`src/design/compositor_pkg.sv`:
```
//************************************************
// Shared types for the compositor
// State literals carry a BLEND_ or SCAN_ prefix so both enums
// can share the package without name clashes
//************************************************

package compositor_pkg;

	// One frame-buffer entry, 8 bits per channel
	typedef struct packed
	{
		logic [7:0] r;
		logic [7:0] g;
		logic [7:0] b;
	} pixel_t;

	// Blender read-modify-write sequence
	typedef enum logic [1:0]
	{
		BLEND_IDLE      = 2'd0,
		BLEND_READ_REQ  = 2'd1,
		BLEND_READ_WAIT = 2'd2,
		BLEND_WRITE_REQ = 2'd3
	} blend_state_t;

	// Scanout walk over the frame
	typedef enum logic [1:0]
	{
		SCAN_IDLE      = 2'd0,
		SCAN_READ_REQ  = 2'd1,
		SCAN_READ_WAIT = 2'd2,
		SCAN_DONE      = 2'd3
	} scan_state_t;

	// Frame-buffer bus command
	typedef enum logic
	{
		OP_READ  = 1'b0,
		OP_WRITE = 1'b1
	} bus_op_t;

endpackage

```
`src/design/fb_bus_if.sv`:
```
//************************************************
// One frame-buffer bus link, request/grant handshake
// Master holds req, op, addr, wdata until gnt is seen
// rvalid comes one cycle after a read grant
//************************************************

`timescale 1ns/1ps

interface fb_bus_if
#(
	parameter int ADDR_W = 4
)
();
	import compositor_pkg::*;

	// Master side
	logic              req;
	bus_op_t           op;
	logic [ADDR_W-1:0] addr;
	pixel_t            wdata;

	// Arbiter or memory side
	logic              gnt;
	logic              rvalid;
	pixel_t            rdata;

	modport master
	(
		output req, op, addr, wdata,
		input  gnt, rvalid, rdata
	);

	// Arbiter faces a master from the slave side
	modport arbiter
	(
		input  req, op, addr, wdata,
		output gnt, rvalid, rdata
	);

	modport memory
	(
		input  req, op, addr, wdata,
		output gnt, rvalid, rdata
	);

endinterface

```
`src/design/alpha_blender.sv`:
```
//************************************************
// Read-blend-write engine, one pixel per strobe
// Strobe is taken only while idle, host watches blend_busy
// Destination must have been written before it is blended
//************************************************

`timescale 1ns/1ps

module alpha_blender
#(
	parameter int ADDR_W = 4
)
(
	input  logic              clk,
	input  logic              reset,
	input  logic              pixel_strobe,
	input  logic [ADDR_W-1:0] pixel_number,
	input  logic [7:0]        src_r,
	input  logic [7:0]        src_g,
	input  logic [7:0]        src_b,
	input  logic [7:0]        src_a,
	fb_bus_if.master          bus,
	output logic              blend_done,
	output logic              blend_busy,
	output logic [ADDR_W-1:0] blend_pixel,
	output logic [7:0]        blend_r,
	output logic [7:0]        blend_g,
	output logic [7:0]        blend_b
);
	import compositor_pkg::*;

	blend_state_t      state;
	pixel_t            src_q;
	logic [7:0]        alpha_q;
	logic [ADDR_W-1:0] pix_q;
	pixel_t            dst_q;
	pixel_t            mix;

	// One channel of the blend rule
	function automatic logic [7:0] blend_ch
	(
		input logic [7:0] s,
		input logic [7:0] d,
		input logic [7:0] a
	);
		logic [15:0] sum;
		if (a == 8'd0)
			blend_ch = d;
		else if (a == 8'd255)
			blend_ch = s;
		else
		begin
			// Max 255*255 fits in 16 bits
			sum = (16'(s) * 16'(a)) + (16'(d) * 16'(8'd255 - a));
			blend_ch = sum[15:8];
		end
	endfunction

	// Mix from the registered destination pixel
	always_comb
	begin
		mix.r = blend_ch(src_q.r, dst_q.r, alpha_q);
		mix.g = blend_ch(src_q.g, dst_q.g, alpha_q);
		mix.b = blend_ch(src_q.b, dst_q.b, alpha_q);
	end

	// Bus requests follow the state directly
	assign bus.req   = (state == BLEND_READ_REQ) || (state == BLEND_WRITE_REQ);
	assign bus.op    = (state == BLEND_WRITE_REQ) ? OP_WRITE : OP_READ;
	assign bus.addr  = pix_q;
	assign bus.wdata = mix;

	// Pixel number stays valid through blend_done
	assign blend_pixel = pix_q;

	// Control FSM
	always_ff @(posedge clk)
	begin
		if (reset)
		begin
			state      <= BLEND_IDLE;
			blend_busy <= 1'b0;
			blend_done <= 1'b0;
		end
		else
		begin
			// Done is a single-cycle pulse
			blend_done <= 1'b0;
			case (state)
				BLEND_IDLE:
					if (pixel_strobe)
					begin
						state      <= BLEND_READ_REQ;
						blend_busy <= 1'b1;
					end
				BLEND_READ_REQ:
					if (bus.gnt)
						state <= BLEND_READ_WAIT;
				BLEND_READ_WAIT:
					if (bus.rvalid)
						state <= BLEND_WRITE_REQ;
				BLEND_WRITE_REQ:
					if (bus.gnt)
					begin
						// Write lands this cycle
						state      <= BLEND_IDLE;
						blend_busy <= 1'b0;
						blend_done <= 1'b1;
					end
				default:
					state <= BLEND_IDLE;
			endcase
		end
	end

	// Source latch, destination capture, result
	always_ff @(posedge clk)
	begin
		if ((state == BLEND_IDLE) && pixel_strobe)
		begin
			src_q   <= '{r: src_r, g: src_g, b: src_b};
			alpha_q <= src_a;
			pix_q   <= pixel_number;
		end
		if ((state == BLEND_READ_WAIT) && bus.rvalid)
			dst_q <= bus.rdata;
		if ((state == BLEND_WRITE_REQ) && bus.gnt)
		begin
			blend_r <= mix.r;
			blend_g <= mix.g;
			blend_b <= mix.b;
		end
	end

endmodule

```
`src/design/scanout_reader.sv`:
```
//************************************************
// Streams the frame out in pixel order, one read at a time
// frame_start is ignored while a scan is running
//************************************************

`timescale 1ns/1ps

module scanout_reader
#(
	parameter int ADDR_W = 4,
	parameter int PIXELS = 16
)
(
	input  logic              clk,
	input  logic              reset,
	input  logic              frame_start,
	fb_bus_if.master          bus,
	output logic              scan_valid,
	output logic [ADDR_W-1:0] scan_pixel,
	output logic [7:0]        scan_r,
	output logic [7:0]        scan_g,
	output logic [7:0]        scan_b,
	output logic              frame_done
);
	import compositor_pkg::*;

	scan_state_t       state;
	logic [ADDR_W-1:0] count;
	logic              last;

	assign last = (count == ADDR_W'(PIXELS - 1));

	// Read-only master
	assign bus.req   = (state == SCAN_READ_REQ);
	assign bus.op    = OP_READ;
	assign bus.addr  = count;
	assign bus.wdata = '0;

	// Returned data goes straight out, one cycle after the grant
	assign scan_valid = (state == SCAN_READ_WAIT) && bus.rvalid;
	assign scan_pixel = count;
	assign scan_r     = bus.rdata.r;
	assign scan_g     = bus.rdata.g;
	assign scan_b     = bus.rdata.b;
	assign frame_done = scan_valid && last;

	always_ff @(posedge clk)
	begin
		if (reset)
		begin
			state <= SCAN_IDLE;
			count <= '0;
		end
		else
		begin
			case (state)
				SCAN_IDLE:
					if (frame_start)
					begin
						state <= SCAN_READ_REQ;
						count <= '0;
					end
				SCAN_READ_REQ:
					if (bus.gnt)
						state <= SCAN_READ_WAIT;
				SCAN_READ_WAIT:
					if (bus.rvalid)
					begin
						if (last)
							state <= SCAN_DONE;
						else
						begin
							// Next pixel
							count <= count + 1'b1;
							state <= SCAN_READ_REQ;
						end
					end
				// One quiet cycle before a new frame_start is accepted
				SCAN_DONE:
					state <= SCAN_IDLE;
				default:
					state <= SCAN_IDLE;
			endcase
		end
	end

endmodule

```
`src/design/fb_arbiter.sv`:
```
//************************************************
// Round-robin join of two masters onto one memory link
// Grant is same-cycle, memory must answer gnt = req
//************************************************

`timescale 1ns/1ps

module fb_arbiter
(
	input  logic      clk,
	input  logic      reset,
	fb_bus_if.arbiter m0,
	fb_bus_if.arbiter m1,
	fb_bus_if.master  mem
);
	import compositor_pkg::*;

	logic last_winner;
	logic owner;
	logic pick1;

	// m1 wins alone, or on a tie when m0 won last
	assign pick1 = m1.req && (!m0.req || (last_winner == 1'b0));

	// Winner onto the memory link
	assign mem.req   = m0.req || m1.req;
	assign mem.op    = pick1 ? m1.op    : m0.op;
	assign mem.addr  = pick1 ? m1.addr  : m0.addr;
	assign mem.wdata = pick1 ? m1.wdata : m0.wdata;

	assign m0.gnt = mem.gnt && !pick1;
	assign m1.gnt = mem.gnt && pick1;

	// Read return only to the master that issued it
	assign m0.rvalid = mem.rvalid && (owner == 1'b0);
	assign m1.rvalid = mem.rvalid && (owner == 1'b1);
	assign m0.rdata  = (owner == 1'b0) ? mem.rdata : '0;
	assign m1.rdata  = (owner == 1'b1) ? mem.rdata : '0;

	always_ff @(posedge clk)
	begin
		if (reset)
		begin
			// m0 gets the first tie
			last_winner <= 1'b1;
			owner       <= 1'b0;
		end
		else if (mem.gnt)
		begin
			last_winner <= pick1;
			// Read data returns next cycle, remember whose it is
			if (mem.op == OP_READ)
				owner <= pick1;
		end
	end

endmodule

```
`src/design/frame_buffer.sv`:
```
//************************************************
// Single-port pixel RAM, read latency of one cycle
// Contents are undefined until written, no clear at reset
//************************************************

`timescale 1ns/1ps

module frame_buffer
#(
	parameter int PIXELS = 16
)
(
	input  logic     clk,
	fb_bus_if.memory bus
);
	import compositor_pkg::*;

	pixel_t mem [PIXELS];

	// Every request is taken at once
	assign bus.gnt = bus.req;

	always_ff @(posedge clk)
	begin
		// Write in the command cycle
		if (bus.req && (bus.op == OP_WRITE))
			mem[bus.addr] <= bus.wdata;
		// Registered read data with its strobe
		bus.rdata  <= mem[bus.addr];
		bus.rvalid <= bus.req && (bus.op == OP_READ);
	end

endmodule

```
`src/design/compositor_top.sv`:
```
//************************************************
// Alpha-blending compositor top, plain ports only
// Host must not strobe a pixel while blend_busy is high
// No back-pressure on the scan stream
//************************************************

`timescale 1ns/1ps

module compositor_top
#(
	parameter int ADDR_W = 4,
	parameter int PIXELS = 16
)
(
	input  logic              clk,
	input  logic              reset,
	input  logic              pixel_strobe,
	input  logic [ADDR_W-1:0] pixel_number,
	input  logic [7:0]        src_r,
	input  logic [7:0]        src_g,
	input  logic [7:0]        src_b,
	input  logic [7:0]        src_a,
	input  logic              frame_start,
	output logic              blend_done,
	output logic              blend_busy,
	output logic [ADDR_W-1:0] blend_pixel,
	output logic [7:0]        blend_r,
	output logic [7:0]        blend_g,
	output logic [7:0]        blend_b,
	output logic              scan_valid,
	output logic [ADDR_W-1:0] scan_pixel,
	output logic [7:0]        scan_r,
	output logic [7:0]        scan_g,
	output logic [7:0]        scan_b,
	output logic              frame_done
);

	// Blender link, scanout link, shared memory link
	fb_bus_if #(.ADDR_W(ADDR_W)) blend_bus ();
	fb_bus_if #(.ADDR_W(ADDR_W)) scan_bus ();
	fb_bus_if #(.ADDR_W(ADDR_W)) mem_bus ();

	alpha_blender #(.ADDR_W(ADDR_W)) blender0
	(
		.clk          (clk),
		.reset        (reset),
		.pixel_strobe (pixel_strobe),
		.pixel_number (pixel_number),
		.src_r        (src_r),
		.src_g        (src_g),
		.src_b        (src_b),
		.src_a        (src_a),
		.bus          (blend_bus.master),
		.blend_done   (blend_done),
		.blend_busy   (blend_busy),
		.blend_pixel  (blend_pixel),
		.blend_r      (blend_r),
		.blend_g      (blend_g),
		.blend_b      (blend_b)
	);

	scanout_reader #(.ADDR_W(ADDR_W), .PIXELS(PIXELS)) scan0
	(
		.clk         (clk),
		.reset       (reset),
		.frame_start (frame_start),
		.bus         (scan_bus.master),
		.scan_valid  (scan_valid),
		.scan_pixel  (scan_pixel),
		.scan_r      (scan_r),
		.scan_g      (scan_g),
		.scan_b      (scan_b),
		.frame_done  (frame_done)
	);

	// Blender on m0, gets the first tie after reset
	fb_arbiter arb0
	(
		.clk   (clk),
		.reset (reset),
		.m0    (blend_bus.arbiter),
		.m1    (scan_bus.arbiter),
		.mem   (mem_bus.master)
	);

	frame_buffer #(.PIXELS(PIXELS)) fb0
	(
		.clk (clk),
		.bus (mem_bus.memory)
	);

endmodule

```
`config.mk`:
```
export PLATFORM = sky130hd
export DESIGN_NAME = compositor_top
export DESIGN_NICKNAME = d
export VERILOG_FILES = /design/src/design/compositor_pkg.sv /design/src/design/fb_bus_if.sv /design/src/design/alpha_blender.sv /design/src/design/scanout_reader.sv /design/src/design/fb_arbiter.sv /design/src/design/frame_buffer.sv /design/src/design/compositor_top.sv
export SDC_FILE = /design/constraint.sdc
export NUM_CORES = 1
export LEC_CHECK = 0
export BUFFER_PORTS_ARGS = -buffer_cell sky130_fd_sc_hd__buf_2
export CAP_MARGIN = 20
export CORE_UTILIZATION = 45
export CTS_BUF_LIST = sky130_fd_sc_hd__clkbuf_4 sky130_fd_sc_hd__clkbuf_8
export DETAILED_ROUTE_END_ITERATION = 8
export GPL_ROUTABILITY_DRIVEN = 0
export PLACE_DENSITY = 0.67
export SLEW_MARGIN = 20
export SYNTH_ARGS = -nofsm -noshare
export SYNTH_HDL_FRONTEND = slang
export SYNTH_SLANG_ARGS = --single-unit
export TNS_END_PERCENT = 20
```
`constraint.sdc`:
```
create_clock -name clk -period 6.5 [get_ports clk]
set_input_delay 0.975 -clock clk [delete_from_list [all_inputs] [get_ports clk]]
set_output_delay 0.975 -clock clk [all_outputs]
set_load 0.02 [all_outputs]
```
# Word-level counts from Yosys, hierarchy flattened
# Memory sizes are Yosys's and may differ from the RTL's. A register that Yosys moved wholly into a read port is not among the register bits.
# Index checks and enable logic that the tools add are counted.
[totals] regBits=97 ramBits=384 out_inout_bits=60 word_cells=110 memories=1
[mem_list] name="fb0.mem" depth=16 word_bits=24 read_ports=1 rd_clocked_by_memory_dff=1 wr=1 line_no="frame_buffer.sv:18" rtl="pixel_t mem [PIXELS];"
[classes] addsub=5 multipliers=6 n_eq_ne=16 n_mux=31 bitwise=4 n_reduce_logical=28
[ops] cell="16-bit adder" count=3
[ops] cell="8-bit by 16-bit multiplier with 16-bit output" count=3
[ops] cell="8-bit by 8-bit multiplier with 16-bit output" count=3
[ops] cell="24-bit 2-to-1 mux" count=2
[ops] cell="8-bit 2-to-1 mux" count=6
[ops] cell="2-bit 2-to-1 mux" count=8
[ops] cell="4-bit 2-to-1 mux" count=4
[ops] cell="2-bit case mux with 4 select lines" count=2
[ops] cell="1-bit logical AND" count=12
[ops] cell="8-bit by 8-bit subtractor with 9-bit output, first input constant" count=1
[ops] cell="2-bit equality test, second input constant" count=4
[ops] cell="8-bit equality test, second input constant" count=1
[ops] cell="8-bit logical NOT" count=1
[ops] cell="2-bit by 1-bit != test with 1-bit output, second input constant" count=4
[ops] cell="2-bit != test, second input constant" count=4
[ops] cell="4-bit case mux with 2 select lines" count=1
[ops] cell="4-bit AND reduction" count=2
[ops] cell="1-bit 2-to-1 mux" count=7
[ops] cell="3-bit AND reduction" count=2
[ops] cell="4-bit by 1-bit adder with 4-bit output, second input constant" count=1
[ops] cell="2-bit by 1-bit equality test with 1-bit output, second input constant" count=2
[ops] cell="4-bit equality test, second input constant" count=1
[ops] cell="2-bit logical NOT" count=2
[ops] cell="1-bit NOT" count=4
[ops] cell="other kinds (6)" count=10

# Logic depth before layout (Yosys ltp)
[depth] ltp_word=9 mapped_depth=22 ltp_nobuf=20

# Cells and area by module
# A second synthesis with hierarchy kept.
[hier_totals] hier_cells=2477 area_unflattened_um2=32652.6
[by_module_without_submodules] mod="alpha_blender" n_inst=1 cells_each=1644 area_each_um2=16051.6 seq_area_each_um2=2602.5
[by_module_without_submodules] mod="frame_buffer" n_inst=1 cells_each=642 area_each_um2=15028.2 seq_area_each_um2=12031.5
[by_module_without_submodules] mod="fb_arbiter" n_inst=1 cells_each=99 area_each_um2=802.0 seq_area_each_um2=40.0
[by_module_without_submodules] mod="scanout_reader" n_inst=1 cells_each=92 area_each_um2=770.7 seq_area_each_um2=120.1

# Least setup slack after synthesis
# Ideal clock, no wire load.
[synth_timing] path_kind="register to register" startpoint="register blender0.alpha_q[1]" endpoint="memory fb0.mem[0][22] (netlist name), data pin" arrival_ns=6.209 setup_slack_ns=-0.049 path_stages_with_launch=21 path_buffers=3 path_cell_list="edfxtp_1 > clkbuf_1 > buf_1 > nand2_1 > fa_1 > fa_1 > inv_1 > fa_1 > fa_1 > fa_1 > inv_1 > fa_1 > inv_1 > ha_1 > clkbuf_1 > a21oi_1 > nand2_1 > a211o_1 > a31oi_1 > xor2_1 > a211oi_1"
[synth_via] elab_chain_cells=6 word_cells_on_any_way=9 cone_classes="add/sub: 2; mul: 2; eq/ne: 1; mux: 3; reduce/logical: 1"
[synth_lines] item="from (decl)" line_no="alpha_blender.sv:34" rtl="logic [7:0] alpha_q;"
[synth_lines] item="from (signal assigned)" line_no="alpha_blender.sv:122" rtl="alpha_q <= src_a;"
[synth_lines] item="8-bit by 8-bit subtractor with 9-bit output" line_no="alpha_blender.sv:54" rtl="sum = (16'(s) * 16'(a)) + (16'(d) * 16'(8'd255 - a));"
[synth_lines] item="8-bit by 16-bit multiplier with 16-bit output" line_no="alpha_blender.sv:54"
[synth_lines] item="16-bit adder" line_no="alpha_blender.sv:54"
[synth_lines] item="8-bit 2-to-1 mux" line_no="alpha_blender.sv:49" rtl="else if (a == 8'd255)"
[synth_lines] item="8-bit 2-to-1 mux (*)" line_no="alpha_blender.sv:47" rtl="if (a == 8'd0)"
[synth_lines] item="24-bit 2-to-1 mux (*)" line_no="fb_arbiter.sv:29" rtl="assign mem.wdata = pick1 ? m1.wdata : m0.wdata;"
[synth_lines] item="named net arb0.mem.wdata[22]" line_no="fb_bus_if.sv:29" rtl="output req, op, addr, wdata,"
[synth_lines] item="to (decl)" line_no="frame_buffer.sv:18"
# The timed path passes the listed nets; every way through them passes the cells marked *.

# Worst setup path in the final report
[layout_timing] startpoint="register blender0.alpha_q[4]" endpoint="memory fb0.mem[10][22] (netlist name), data pin"
# The elaborated chain is that of the path after synthesis.

==> results.json <==
{
  "status": "finished clean",
  "viasPerCell": 5.43,
  "worst-endpoint-required_ns": 6.88,
  "timing.final.crit_share": 0.966,
  "synth_warnings": 0,
  "synthDominantAreaCellType": "edfxtp_1",
  "holdPathStages": 1,
  "netlist_instances": 2583,
  "r2r-end": "fb0.mem[10][22]",
  "yosys-top-cells-area": "edfxtp_1 44%, fa_1 18%, ha_1 7.2%",
  "grt_pass1_vias": 21542,
  "timing_hold_violations_final": 0,
  "max_cap_violations": 0,
  "grt.overflow.total": 0,
  "fillerInstances": 6027,
  "finish.net_count": 3270,
  "r2r.worst_path.cells": 20,
  "share_of_post_route_cells_with_drive_strength_above_1": 0.146,
  "synth_async_sr_flop_share": 0,
  "worst_slack_ns": 0.222,
  "maximum_number_of_pins_on_one_net_before_global_route_repair": 49,
  "cts_tree": "yes",
  "ys_seq_area_frac": 0.463,
  "start_util": 0.455,
  "clock_tree.root_cell": "clkbuf_8",
  "crit_path_cell_trace": "buf_4 > and2_1 > fa_1 > inv_1 > fa_1 > inv_1 > fa_1 > fa_1 > fa_1 > inv_1 > fa_1 > inv_1 > ha_1 > a21oi_1 > nand2_1 > a211o_1 > a31oi_1 > xor2_1 > a211oi_2 > buf_4",
  "post-synth-top-area-fraction": 0.440,
  "synth-edff-count": 468,
  "drtAntennaViolNets": 0,
  "worst_setup_path_end_kind": "flop",
  "slew-limit-headroom": 0.224,
  "yosys_register_bits": 505,
  "yosys_most_used_dff": "edfxtp_1",
  "fmaxAchievable_mhz": 159,
  "crit_slowest_cell": "fa_1",
  "die_height_um": 268,
  "route.detailed.drc": 0,
  "cts_sinks": 505,
  "setup_viol_count_final": 0,
  "dp_slack_ns": -0.0138,
  "cp_common_cell": "fa_1",
  "synth_most_common_cell": "edfxtp_1",
  "worst_setup_hold_path_clk_slew_ns": 0.07,
  "critPathKind": "flop to flop",
  "wl_per_cell_um": 21.9,
  "worstHoldStart": "src_r[1]",
  "maximum_root_to_sink_buffer_count": 3,
  "holdBufCountCts": 0,
  "core_box_area_mm2": 0.0701,
  "ys_top_cells_by_count": "468 x edfxtp_1, 414 x inv_1, 285 x fa_1",
  "r2r_setup_slack_ns": 0.22,
  "finalWorstPathRequiredPeriod_ns": 6.28,
  "syn_area_mm2": 0.0319,
  "insertion_delay_ns": 0.67,
  "final.setup_skew_ns": 0.0432,
  "worst_path_dominant_cell_family": "adder cells",
  "first_iter_violations": 1646,
  "die_width_um": 268,
  "cp.arrival_ns": 6.65,
  "worst_slew_pin_slew_ns": 1.16,
  "timing_max_transition_violations_final": 0,
  "cts-buffers-inserted": 83,
  "crit_fanout": 25,
  "drt-pass1-iter-count": 5,
  "worst_hold_path_type": "primary input to flop",
  "hold_end": "blender0.src_q[17]",
  "cp.buffers_inverters": 6,
  "final.setup.tns_ns": 0,
  "timing.critical_path.slowest_cell_delay_ns": 0.54,
  "globalRouteTotalUtil": 0.236,
  "floorplan.die_area_mm2": 0.0720,
  "place.port_buffers": 99,
  "io_pins": 100,
  "rows": 97,
  "routed_wirelength_mm": 82.4,
  "place.detailed.hpwl_mm": 55.1,
  "grt_pass1_wl_mm": 126,
  "grt_antenna_before_repair": 7,
  "clock_tree.htree_level_count": 3,
  "routed-via-count": 20473,
  "post_synth_num_cell_types": 68,
  "syn2layout_area_growth_pct": 12.9,
  "avg_inst_size_synth_um2": 12.4,
  "startpoint_type": "flop",
  "timing.rr.start": "blender0.alpha_q[4]"
}
how the worst max path moves through the flow:
| stage | cells after the start | from | slack, ns | end |
|---|---|---|---|---|
| floorplan | 19 | blender0.alpha_q[1] | 0.01 | fb0.mem[0][6] |
| global placement | 19 | blender0.alpha_q[4] | 0.11 | fb0.mem[5][7] |
| detailed placement | 19 | blender0.alpha_q[4] | -0.01 | fb0.mem[0][7] |
| CTS | 17 | blender0.alpha_q[2] | 0.08 | fb0.mem[8][9] |
| global route | 19 | blender0.alpha_q[7] | -0.02 | fb0.mem[12][5] |
| finish | 20 | blender0.alpha_q[4] | 0.22 | fb0.mem[10][22] |
layout by cell type, fill, tap and decap left out, types with 8 or more instances in the layout:
master,synthesis,layout
edfxtp_1,468,468
inv_1,414,414
fa_1,285,285
ha_1,183,183
nor2b_1,162,162
and2_1,144,142
nand2_1,108,108
a22oi_1,100,100
buf_2,22,99
mux2i_1,100,98
buf_4,1,95
clkbuf_8,0,92
a21oi_1,84,83
nand2b_1,63,63
o22ai_1,60,60
dfxtp_1,37,36
clkbuf_4,0,31
nor2_1,39,26
or4_1,26,26
o21ai_0,19,19
xnor2_1,17,17
nor2_2,0,13
buf_12,0,13
nand3_1,12,12
xor2_1,12,12
nand4_1,8,8
nor3_1,13,8
cell type report:
cell class / count / area, um^2 / share of cell area
Clock inverter: 28 / 284 / 0.00788
Inverter: 414 / 1550 / 0.0431
Clock buffer: 123 / 1500 / 0.0416
Tap cell: 940 / 1180 / 0.0326
Sequential cell: 505 / 14800 / 0.410
Multi-Input combinational cell: 1549 / 15200 / 0.423
Timing Repair Buffer: 209 / 1500 / 0.0415
Antenna cell: 4 / 10.0 / 0.000278
worst register-to-register path: cells and delay by family, from the launching register on:
| kind | cells | cell delay [ns] |
|---|---|---|
| AOI/OAI and AO/OA | 4 | 0.90 |
| xor gates and xnor gates | 1 | 0.27 |
| adders and majority gates | 7 | 3.37 |
| buffers and inverters | 6 | 0.72 |
| DFF | 1 | 0.42 |
| and+or+nand+nor | 2 | 0.31 |
what timing repair did:
action / CTS / global route
gates cloned: 0 / 0
setup endpoints to repair: 16 / 144
setup buffers: 0 / 0
pin swaps: 0 / 0
endpoints found under the hold margin: 0 / 0
gates resized for setup: 1 / 10
logic make-up after synthesis:
family | Yosys count | share of synthesized area
simple gates | 603 | 0.108
compound gates | 341 | 0.0725
mux | 105 | 0.0331
xor+xnor | 29 | 0.00795
fa+ha+maj | 468 | 0.250
flops | 505 | 0.463
buf+inv | 531 | 0.0646
other cells | 1 | 0.000117
sequential cells by signal (all words and copies together) (netlist names), 2 cells and up:
register              cells
fb0.mem                 384
blender0.dst_q           24
blender0.src_q           24
fb0.bus.rdata            24
blender0.alpha_q          8
blender0.blend_b          8
blender0.blend_g          8
blender0.blend_r          8
blender0.blend_pixel      4
scan0.bus.addr            4
blender0.state            2
scan0.state               2
layer usage:
metal  global-route usage  wire length (um)  vias to the layer above
met3               0.0346              6000                      184
met2                0.400             40700                      797
met5                    0                 0                        -
met4               0.0981              2920                        0
li1                     -                 -                     9113
met1                0.302             32800                    10379
through the flow:
stage / util / hold WS [ns] / area (um^2) / std cells
after floorplan: - / 0.503 / 31900 / 2585
after global placement: 0.488 / 0.490 / 34200 / 3616
after detailed placement: 0.488 / 0.505 / 34200 / 3616
after CTS: 0.513 / 0.419 / 36000 / 3767
after global routing: 0.514 / 0.452 / 36100 / 3772
final: 0.514 / 0.486 / 36100 / 3772
Power is left out: the tool's default activity adds up to more than one toggle a clock period on the data nets, which glitch-free logic cannot reach.
